File: src/verilog/conv_pkg.sv
`default_nettype none

package conv_pkg;

    localparam int img_size = 8;
    localparam int pix_w = 20;
    localparam int frac_w = 16;
    localparam int taps = 9;
    localparam int addr_w = $clog2(img_size * img_size);
    localparam int acc_w = 44;   // 40-bit product plus guard bits

    typedef logic signed [pix_w-1:0] pixel_t;
    typedef logic [addr_w-1:0] img_addr_t;
    typedef logic [3:0] tap_t;

    // s3.16 weights in row-major window order
    localparam pixel_t kernel_w [taps] = '{
        20'h08000, 20'h04000, 20'hFC000,
        20'h02000, 20'h10000, 20'hF8000,
        20'hFE000, 20'h06000, 20'hF4000
    };

    localparam pixel_t kernel_bias = 20'hFF000;   // -1/16

    typedef struct packed {
        img_addr_t addr;
        pixel_t value;
    } conv_result_t;

endpackage

`default_nettype wire

File: src/verilog/window_counter.sv
`default_nettype none

module window_counter import conv_pkg::*; (
    input  wire logic      clk,
    input  wire logic      reset,
    input  wire logic      step,
    input  wire logic      clear,
    output img_addr_t      row,
    output img_addr_t      col,
    output tap_t           tap,
    output logic           last_tap,
    output logic           last_pixel
);

    localparam tap_t tap_max = tap_t'(taps - 1);
    localparam img_addr_t edge_max = img_addr_t'(img_size - 1);

    always_ff @(posedge clk) begin
        if (reset || clear) begin
            row <= '0;
            col <= '0;
            tap <= '0;
        end else if (step) begin
            if (tap == tap_max) begin
                tap <= '0;
                // window done so on to the next output pixel
                if (col == edge_max) begin
                    col <= '0;
                    row <= (row == edge_max) ? '0 : row + 1'b1;
                end else begin
                    col <= col + 1'b1;
                end
            end else begin
                tap <= tap + 1'b1;
            end
        end
    end

    assign last_tap = (tap == tap_max);
    assign last_pixel = (row == edge_max) && (col == edge_max);

endmodule

`default_nettype wire

File: src/verilog/pad_fetch.sv
`default_nettype none

module pad_fetch import conv_pkg::*; (
    input  wire logic      clk,
    input  wire logic      reset,
    input  wire logic      step,
    input  wire img_addr_t row,
    input  wire img_addr_t col,
    input  wire tap_t      tap,
    output img_addr_t      iaddr,
    input  wire pixel_t    idata,
    output logic           tap_valid,
    output tap_t           tap_out,
    output pixel_t         pixel
);

    logic signed [1:0] dr, dc;
    logic signed [addr_w+1:0] r_pos, c_pos;
    logic in_range;
    logic pad_q;

    // tap -> window offset
    always_comb begin
        case (tap)
            4'd0, 4'd1, 4'd2: dr = -2'sd1;
            4'd3, 4'd4, 4'd5: dr = 2'sd0;
            default:          dr = 2'sd1;
        endcase
        case (tap)
            4'd0, 4'd3, 4'd6: dc = -2'sd1;
            4'd1, 4'd4, 4'd7: dc = 2'sd0;
            default:          dc = 2'sd1;
        endcase
    end

    assign r_pos = $signed({2'b00, row}) + dr;
    assign c_pos = $signed({2'b00, col}) + dc;
    assign in_range = (r_pos >= 0) && (r_pos < img_size) && (c_pos >= 0) && (c_pos < img_size);
    assign iaddr = in_range ? img_addr_t'(r_pos * img_size + c_pos) : '0;

    always_ff @(posedge clk) begin
        if (reset) begin
            tap_valid <= 1'b0;
        end else begin
            tap_valid <= step;
        end
    end

    // travels alongside the memory read
    always_ff @(posedge clk) begin
        pad_q <= !in_range;
        tap_out <= tap;
    end

    assign pixel = pad_q ? '0 : idata;   // zero padding

endmodule

`default_nettype wire

File: src/verilog/conv_mac.sv
`default_nettype none

module conv_mac import conv_pkg::*; (
    input  wire logic      clk,
    input  wire logic      reset,
    input  wire logic      clear,
    input  wire logic      tap_valid,
    input  wire tap_t      tap_in,
    input  wire pixel_t    pixel,
    input  wire logic      finish,
    input  wire logic      res_ready,
    input  wire img_addr_t pix_addr,
    output logic           res_valid,
    output conv_result_t   res
);

    logic signed [2*pix_w-1:0] product;
    logic signed [acc_w-1:0] addend;
    logic signed [acc_w-1:0] acc;
    img_addr_t pos;
    pixel_t rounded;
    pixel_t biased;
    pixel_t relu;

    assign product = pixel * kernel_w[tap_in];
    assign addend = product;   // sign extension

    always_ff @(posedge clk) begin
        if (clear) begin
            acc <= '0;
        end else if (tap_valid) begin
            acc <= ((tap_in == '0) ? '0 : acc) + addend;
        end
    end

    // counter has moved on by finish, so grab position at tap 0
    always_ff @(posedge clk) begin
        if (tap_valid && tap_in == '0) begin
            pos <= pix_addr;
        end
    end

    // round half up, then bias and relu
    assign rounded = acc[frac_w +: pix_w] + {{(pix_w-1){1'b0}}, acc[frac_w-1]};
    assign biased = rounded + kernel_bias;
    assign relu = biased[pix_w-1] ? '0 : biased;

    always_ff @(posedge clk) begin
        if (finish) begin
            res.addr <= pos;
            res.value <= relu;
        end
    end

    always_ff @(posedge clk) begin
        if (reset) begin
            res_valid <= 1'b0;
        end else if (finish) begin
            res_valid <= 1'b1;
        end else if (res_valid && res_ready) begin
            res_valid <= 1'b0;
        end
    end

endmodule

`default_nettype wire

File: src/verilog/conv_ctrl.sv
`default_nettype none

module conv_ctrl import conv_pkg::*; (
    input  wire logic clk,
    input  wire logic reset,
    input  wire logic start,
    input  wire logic last_tap,
    input  wire logic last_pixel,
    input  wire logic res_valid,
    input  wire logic res_ready,
    output logic      busy,
    output logic      step,
    output logic      clear,
    output logic      finish
);

    typedef enum logic [2:0] {
        s_idle,
        s_fetch,
        s_drain,
        s_finish,
        s_output
    } state_t;

    state_t state;
    logic final_pix;   // current window is the image's last
    logic xfer;

    assign xfer = res_valid && res_ready;

    assign step = (state == s_fetch);
    assign clear = (state == s_idle) && start;
    assign finish = (state == s_finish);

    always_ff @(posedge clk) begin
        if (reset) begin
            state <= s_idle;
            busy <= 1'b0;
            final_pix <= 1'b0;
        end else begin
            case (state)
                s_idle: begin
                    if (start) begin
                        busy <= 1'b1;
                        final_pix <= 1'b0;
                        state <= s_fetch;
                    end
                end
                s_fetch: begin
                    // last_pixel still reflects this window on its last tap
                    if (last_tap) begin
                        final_pix <= last_pixel;
                        state <= s_drain;
                    end
                end
                s_drain: begin
                    state <= s_finish;   // last pixel in flight
                end
                s_finish: begin
                    state <= s_output;
                end
                s_output: begin
                    if (xfer) begin
                        if (final_pix) begin
                            busy <= 1'b0;
                            state <= s_idle;
                        end else begin
                            state <= s_fetch;
                        end
                    end
                end
                default: begin
                    state <= s_idle;
                end
            endcase
        end
    end

endmodule

`default_nettype wire

File: src/verilog/conv_top.sv
`default_nettype none

module conv_top import conv_pkg::*; (
    input  wire logic   clk,
    input  wire logic   reset,
    input  wire logic   start,
    output logic        busy,
    output img_addr_t   iaddr,
    input  wire pixel_t idata,
    output logic        res_valid,
    input  wire logic   res_ready,
    output conv_result_t res
);

    logic step, clear, finish;
    logic last_tap, last_pixel;
    img_addr_t row, col;
    tap_t tap;
    logic tap_valid;
    tap_t tap_q;
    pixel_t pixel;
    img_addr_t pix_addr;

    assign pix_addr = img_addr_t'(row * img_size + col);   // raster address

    conv_ctrl u_ctrl (
        .clk        (clk),
        .reset      (reset),
        .start      (start),
        .last_tap   (last_tap),
        .last_pixel (last_pixel),
        .res_valid  (res_valid),
        .res_ready  (res_ready),
        .busy       (busy),
        .step       (step),
        .clear      (clear),
        .finish     (finish)
    );

    window_counter u_counter (
        .clk        (clk),
        .reset      (reset),
        .step       (step),
        .clear      (clear),
        .row        (row),
        .col        (col),
        .tap        (tap),
        .last_tap   (last_tap),
        .last_pixel (last_pixel)
    );

    pad_fetch u_fetch (
        .clk       (clk),
        .reset     (reset),
        .step      (step),
        .row       (row),
        .col       (col),
        .tap       (tap),
        .iaddr     (iaddr),
        .idata     (idata),
        .tap_valid (tap_valid),
        .tap_out   (tap_q),
        .pixel     (pixel)
    );

    conv_mac u_mac (
        .clk       (clk),
        .reset     (reset),
        .clear     (clear),
        .tap_valid (tap_valid),
        .tap_in    (tap_q),
        .pixel     (pixel),
        .finish    (finish),
        .res_ready (res_ready),
        .pix_addr  (pix_addr),
        .res_valid (res_valid),
        .res       (res)
    );

endmodule

`default_nettype wire

File: config.mk
export PLATFORM = sky130hd
export DESIGN_NAME = conv_top
export DESIGN_NICKNAME = d
export VERILOG_FILES = /design/src/verilog/conv_pkg.sv /design/src/verilog/window_counter.sv /design/src/verilog/pad_fetch.sv /design/src/verilog/conv_mac.sv /design/src/verilog/conv_ctrl.sv /design/src/verilog/conv_top.sv
export SDC_FILE = /design/constraint.sdc
export NUM_CORES = 1
export LEC_CHECK = 0
export BUFFER_PORTS_ARGS = -buffer_cell sky130_fd_sc_hd__buf_2
export CORE_ASPECT_RATIO = 0.6
export CORE_MARGIN = 4
export CORE_UTILIZATION = 60
export DETAILED_ROUTE_END_ITERATION = 16
export HOLD_SLACK_MARGIN = 0.05
export PLACE_DENSITY = 0.79
export SLEW_MARGIN = 20
export SYNTH_ARGS = -nofsm -noshare
export SYNTH_HDL_FRONTEND = slang
export SYNTH_SLANG_ARGS = --single-unit
File: constraint.sdc
create_clock -name clk -period 19.47 [get_ports clk]
set_clock_uncertainty 0.05 [all_clocks]
set_input_delay 5.841 -clock clk [delete_from_list [all_inputs] [get_ports clk]]
set_output_delay 5.841 -clock clk [all_outputs]
set_load 0.01 [all_outputs]
==> out/results.tsv, run 1 <==
stage	metric	value	unit
worst_setup_path	crit_family	adder cells	
yosys	ys_warn_count	0	
yosys	synth-simple-area-share	17.9	%
yosys	synth_fa_ha_area_share	37.5	%
pwr	power.internal	0.289	mW
global_route	antenna_found_initial	0	
worst_setup_path	worstReg2RegStart	u_fetch.tap_out[1]$_DFF_P_	
clock_network	clock-sinks	82	
worst_setup_path	path_max_fanout	6	
global_route	track_usage	21.9	%
layout	finalNonFillerCells	1357	
yosys	ys_seq_elements	82	
worst_setup_path	crit_top_cell	fa_1	
yosys	synthTopCellsByArea	ha_1 19%, fa_1 18%, dfxtp_1 10%	
pwr	p_switching	0.107	mW
place	portBuffers	56	
floorplanning	placementRows	36	
yosys	yosysUniqueCellTypes	59	
sta	fin_crit_sh	68.7	%
yosys	synth.area.mux_share	2.12	%
route	drtPass1Iterations	5	
layout	finalInstanceArea	10700	µm²
sta	period_needed	13.37	ns
worst_setup_path	path_buf_inv	4	
yosys	synth.top_cell.area_share	19.3	%
global_route	use_met2	35.4	%
yosys	synth_nets	1364	
pwr	swShare	27.0	%
global_route	grt_overflow	0	
clock_network	cts-root-buf	clkbuf_16	
yosys	yosysMostFrequentCell	nor2_1	
clock_network	cts_hold_buf	0	
sta	setup_viol	0	
route	detail-route-antenna-nets	0	
clock_network	clk_pin_slew_worst_paths	0.07	ns
sta	rsz0062_at_grt	no	
floorplanning	die_w	174	µm
yosys	yosys.area.top_type	ha_1	
global_route	grt_max_degree	28	
global_route	met3_usage	4.11	%
place	post-dp-hpwl	16.1	mm
route	viasPerCell	5.49	
worst_setup_path	path_depth	31	
pwr	vdd_drop_max	0.0369	mV
clock_network	ctsResizeCount	0	
clock_network	clk_latency	0.34	ns
pwr	power_density	37.1	nW/µm²
sta	slew_headroom	34.7	%
floorplanning	io_pins	58	
sta	slew_viol_final	0	
floorplanning	dieArea	18700	µm²
yosys	synthXorXnorAreaFrac	8.15	%
worst_setup_path	cpPeakStageDelay	0.54	ns
worst_setup_path	cpMaxStageDelayCell	fa_1	
pwr	power	0.396	mW
status	outcome	complete, no violations	
worst_setup_path	rr_worst_depth	34	
route	wl_per_cell	14.3	µm
worst_setup_path	startpoint	idata[5]	
place	place_area	10400	µm²
route	drc	0	
layout	num-nets-final	1410	
floorplanning	start_util	61.1	%
pwr	p_seq_share	46.1	%
yosys	synth-compound-area-share	8.63	%
worst_setup_path	crit_arrival	13.54	ns
yosys	yosys-top-cells-count	190 x nor2_1, 153 x ha_1, 122 x inv_1, 90 x fa_1, 58 x xnor2_1	
flow_run	cap_viol_max_count	0	
layout	layout-drive-gt1-share	9.58	%
yosys	synth_ff_type	dfxtp_1	
yosys	synth_edf_count	31	
floorplanning	fp.dieH	108	µm
clock_network	htreeDepth	3	
layout	area_growth	7.91	%
pwr	clkPwrFrac	42.1	%
layout	utilization	65.9	%
yosys	synth_area_per_cell	9.03	µm²
min_path	min_from	u_counter.tap[0]$_SDFFE_PP0P_	
min_path	hold_depth	0	
layout	antenna_cells	0	
route	totalWireLength	19.5	mm
clock_network	cts_tree	built	
sta	hold_violations	0	
worst_setup_path	required	19.64	ns
place	dp.cells	1341	
pwr	p_comb_share	11.8	%
yosys	async_reset_ff_share	0	%
sta	max_freq	74.8	MHz
yosys	synth_seq_area_share	19.7	%
global_route	grt_pass1_vias	7294	
yosys	netlist_area	9910	µm²
clock_network	cts_buffers	9	
route	vias	7453	
worst_setup_path	criticalPathCategory	primary input to flip-flop	
global_route	busiest_layer	met2	
sta	setup-tns-final	0	ns
min_path	min_path_type	flip-flop to flip-flop	
yosys	synthCells	1097	
route	drtIter0Drc	534	
worst_setup_path	worstSetupEndpointType	flip-flop	
pwr	leakagePower	5.42	nW
sta	tightest_slew	0.979	ns
worst_setup_path	start_kind	primary input	
clock_network	postCtsSetupRepairBufs	0	
global_route	grt_pass1_wl	34.2	mm
global_route	use_met1	32.1	%
place	gp_congestion	0.869	
yosys	synth_top_family_by_area	adder cells	
clock_network	ctsLongestPathBuffers	2	
floorplanning	core_area	16200	µm²
## layer usage
metal | part of all wire (%) | vias up | wire length (µm)
met4 | 0.42 | 0 | 81
met5 | 0 | - | 0
met1 | 50 | 3567 | 9710
met2 | 45 | 158 | 8730
met3 | 4.8 | 12 | 926
li1 | - | 3716 | -
## cell type report
type                    instances  area [µm²]
repair buffers                 63         333
flip-flops and latches         82        1950
well taps                     209         262
fillers                      1334        5530
multi-input cells             865        7390
clock inverters                 7        67.6
clock buffers                   9         225
inverters                     122         458
## registers in the layout, summed over array words and instances, names as in the netlist, 3 cells and up
| signal | count |
|---|---|
| u_mac.acc | 23 |
| u_counter.row | 6 |
| u_mac.pos | 6 |
| u_counter.col | 6 |
| u_fetch.tap_out | 4 |
| u_counter.tap | 4 |
| u_ctrl.state | 3 |
| u_mac.res | 25 |
## logic make-up after synthesis
group,Yosys count
other,1
AO/OA/AOI/OAI,134
AND/OR/NAND/NOR,378
multiplexers,21
adder cells (fa/ha/maj),243
buffers and inverters,150
flip-flops,82
XOR/XNOR,88
## cell usage in the layout, fill, tap and decap left out, drive strengths merged, types with 3 or more instances in the layout
cell	synthesis	routed
nand2b	33	33
nor3	16	16
or2	17	17
nor2b	29	29
and3	7	7
fa	90	90
o41ai	3	3
ha	153	153
a21oi	46	46
inv	122	128
o21bai	9	9
buf	7	63
a31oi	4	4
xnor2	59	59
xor2	27	27
edfxtp	31	31
o21a	4	4
nand2	34	34
a21o	17	17
a211oi	7	7
and2	12	12
o21ai	24	24
or3	6	6
a22oi	3	3
clkbuf	21	9
nand3	16	16
dfxtp	51	51
o31ai	4	4
nor2	192	192
nand4	6	6
nor4	4	4
mux2i	21	21
## worst paths after layout
path / end / slack [ns]
worst max-delay path: u_mac.acc[35]$_SDFFE_PP0P_ / 6.10
worst min-delay path: u_fetch.tap_out[0]$_DFF_P_ / 0.37
worst max register to register: u_mac.acc[35]$_SDFFE_PP0P_ / 10.39
worst min register to register: u_fetch.tap_out[0]$_DFF_P_ / 0.37
## power groups by stage
| stage | clock [mW] | sequential, mW | combinational, mW |
|---|---|---|---|
| detailed placement | 0 | 0.187 | 0.0460 |
| CTS | 0.169 | 0.183 | 0.0469 |
| global placement | 0 | 0.187 | 0.0450 |
| finish | 0.167 | 0.183 | 0.0467 |
| floorplan | 0 | 0.186 | 0.0344 |
| global route | 0.177 | 0.183 | 0.0532 |
## through the flow
step / hold WS [ns] / worst slack [ns]
2_1_floorplan: 0.300 / 6.41
3_3_place_gp: 0.355 / 6.06
3_5_place_dp: 0.355 / 5.85
4_1_cts: 0.370 / 6.17
5_1_grt: 0.376 / 5.72
6_report: 0.369 / 6.10
(Power assumes the default switching activity.)
==> inputs of run 2 (changes only) <==
CORE_UTILIZATION = 57   (was 60)
PLACE_DENSITY = 0.78   (was 0.79)
clock period = 11.2 ns   (was 19.47 ns; I/O delays follow)
==> run 2 against run 1 <==
Flip-flop and latch count did not move; global-route usage decreased by 0.94 points; hold slack worse by 0.0052 ns; clock power increased by 99%; via count decreased by 0.99%; final area rose by 0.80%; core utilization decreased by 2.8 points; worst setup slack got worse by 5.7 ns; cell count increased by 1.9%; non-clock buffer count rose by 1; clock-buffer cell count increased by 2; register-to-register slack worse by 8.1 ns; critical path type unchanged; largest power group is now clock; highest routed layer is now met5.
==> out/results.tsv, run 2 (same netlist as run 1, synthesis figures left out) <==
stage	metric	value	unit	change
clock_network	htreeDepth	3		unchanged
worst_setup_path	path_depth	31		unchanged
worst_setup_path	worstSetupEndpointType	flip-flop		unchanged
global_route	antenna_found_initial	1		was 0
worst_setup_path	worstReg2RegStart	u_fetch.tap_out[1]$_DFF_P_		unchanged
layout	area_growth	8.76	%	was 7.91%
layout	num-nets-final	1411		was 1410
route	detail-route-antenna-nets	0		unchanged
global_route	grt_pass1_wl	33.7	mm	was 34.2 mm
route	totalWireLength	19.6	mm	was 19.5 mm
layout	antenna_cells	0		unchanged
pwr	vdd_drop_max	0.0660	mV	was 0.0369 mV
min_path	min_path_type	flip-flop to flip-flop		unchanged
layout	fillers	1432		was 1334
route	viasPerCell	5.34		was 5.49
sta	setup_viol	0		unchanged
sta	slew_headroom	36.6	%	was 34.7%
global_route	grt_overflow	0		unchanged
place	portBuffers	56		unchanged
status	outcome	complete, no violations		unchanged
floorplanning	start_util	58.0	%	was 61.1%
floorplanning	io_pins	58		unchanged
sta	period_needed	10.76	ns	
worst_setup_path	rrSetupSlack	2.27	ns	was 10.39 ns
layout	largest_register	u_mac.res		unchanged
floorplanning	die_w	178	µm	was 174 µm
floorplanning	fp.dieH	110	µm	was 108 µm
sta	holdWs	0.363	ns	was 0.369 ns
worst_setup_path	crit_path_end	u_mac.acc[35]$_SDFFE_PP0P_		unchanged
route	drc	0		unchanged
clock_network	cts_buffers	9		unchanged
route	drtPass1Iterations	6		was 5
worst_setup_path	start_kind	primary input		unchanged
worst_setup_path	criticalPathCategory	primary input to flip-flop		unchanged
sta	max_freq	92.9	MHz	
sta	hold_violations	0		unchanged
clock_network	ctsLongestPathBuffers	2		unchanged
worst_setup_path	required	11.36	ns	was 19.64 ns
clock_network	clk_latency	0.34	ns	about the same
layout	layout_commonest_cell	nor2_1		unchanged
min_path	min_from	u_mac.pos[2]$_DFFE_PP_		was u_counter.tap[0]$_SDFFE_PP0P_
place	place_area	10400	µm²	about the same
worst_setup_path	r2r-end	u_mac.acc[35]$_SDFFE_PP0P_		unchanged
layout	utilization	63.1	%	was 65.9%
flow_run	cap_viol_max_count	0		unchanged
sta	slew_viol_final	0		unchanged
worst_setup_path	startpoint	idata[3]		was idata[5]
worst_setup_path	crit_top_cell	fa_1		unchanged
global_route	grt_pass1_vias	7094		was 7294
place	gp_congestion	0.855		was 0.869
global_route	track_usage	20.9	%	was 21.9%
route	wl_per_cell	14.2	µm	was 14.3 µm
floorplanning	core_area	17100	µm²	was 16200 µm²
floorplanning	dieArea	19600	µm²	was 18700 µm²
clock_network	postCtsSetupRepairBufs	0		unchanged
layout	largest_reg_flops	25		unchanged
clock_network	clk_pin_slew_worst_paths	0.06	ns	was 0.07 ns
pwr	leakagePower	5.45	nW	was 5.42 nW
sta	rsz0062_at_grt	no		unchanged
layout	finalInstanceArea	10800	µm²	was 10700 µm²
pwr	power_density	67.9	nW/µm²	was 37.1 nW/µm²
layout	biggestRegsByFlops	u_mac.res x25, u_mac.acc x23		unchanged
clock_network	cts_tree	built		unchanged
layout	layout-drive-gt1-share	9.57	%	was 9.58%
sta	tightest_slew	0.950	ns	was 0.979 ns
route	drtIter0Drc	431		was 534
sta	fin_crit_sh	96.1	%	
global_route	grt_max_degree	28		unchanged
worst_setup_path	rr_worst_depth	34		unchanged
worst_setup_path	crit_family	adder cells		unchanged
clock_network	cts-root-buf	clkbuf_16		unchanged
layout	final_cell_mix	190 x nor2_1, 153 x ha_1, 122 x inv_1, 90 x fa_1, 58 x xnor2_1		unchanged
worst_setup_path	path_max_fanout	6		unchanged
floorplanning	placementRows	37		was 36
worst_setup_path	cpPeakStageDelay	0.53	ns	was 0.54 ns
clock_network	clock-sinks	82		unchanged
place	post-dp-hpwl	15.8	mm	was 16.1 mm
worst_setup_path	crit_arrival	10.92	ns	was 13.54 ns
worst_setup_path	path_buf_inv	4		unchanged
worst_setup_path	cpMaxStageDelayCell	fa_1		unchanged
route	vias	7379		was 7453
sta	setup-tns-final	0	ns	unchanged
==> run 2: layout make-up <==
class	instances	area (µm²)	share of cell area, %
multi-input cells	865	7400	68.6
flip-flops and latches	82	1950	18.1
inverters	122	458	4.25
repair buffers	64	340	3.16
well taps	234	293	2.72
clock buffers	11	233	2.16
clock inverters	5	103	0.952
==> run 2: how the worst min path moves through the flow <==
stage,to,slack (ns),cells after the start
finish,u_mac.res[22]$_DFFE_PP_,0.36,0
global route,u_mac.res[24]$_DFFE_PP_,0.38,0
CTS,u_mac.res[24]$_DFFE_PP_,0.37,0
detailed placement,u_mac.res[22]$_DFFE_PP_,0.35,0
global placement,u_mac.res[24]$_DFFE_PP_,0.35,0
floorplan,u_fetch.tap_out[2]$_DFF_P_,0.30,0
==> run 2: worst reg2reg max path, delay by kind of cell, from the launching register on <==
| family | cells | cell delay (ns) |
|---|---|---|
| AO/OA/AOI/OAI | 10 | 2.04 |
| adder cells (fa/ha/maj) | 10 | 3.89 |
| buffers and inverters | 5 | 0.82 |
| AND/OR/NAND/NOR | 6 | 0.90 |
| XOR/XNOR | 3 | 0.64 |
| flip-flops | 1 | 0.46 |
==> run 2: stage by stage <==
stage	power [mW]	cells	setup slack, ns
floorplan	0.383	1097	0.620
global placement	0.402	1367	0.311
detailed placement	0.405	1367	0.101
CTS	0.737	1383	0.429
global route	0.762	1383	0.00659
finish	0.732	1383	0.435
==> run 2: power breakdown <==
part	switching (mW)	leakage (nW)	internal (mW)	total [mW]
clock network	0.115	0.160	0.218	0.333
registers	0.00410	0.703	0.314	0.318
logic	0.0490	4.58	0.0321	0.0811
total	0.168	5.45	0.563	0.732
==> run 2: repair_timing <==
action	in CTS	in global routing
setup endpoints to repair	0	1
gates resized for setup	0	1
hold buffers	0	0
==> run 2: per-layer routing <==
layer  wire, µm  up-vias  track usage [%]
met1      10000     3509             31.4
met4         93        2             2.13
met5         12        -                0
li1           -     3713                -
met3        767       14             3.58
met2       8760      141             33.2
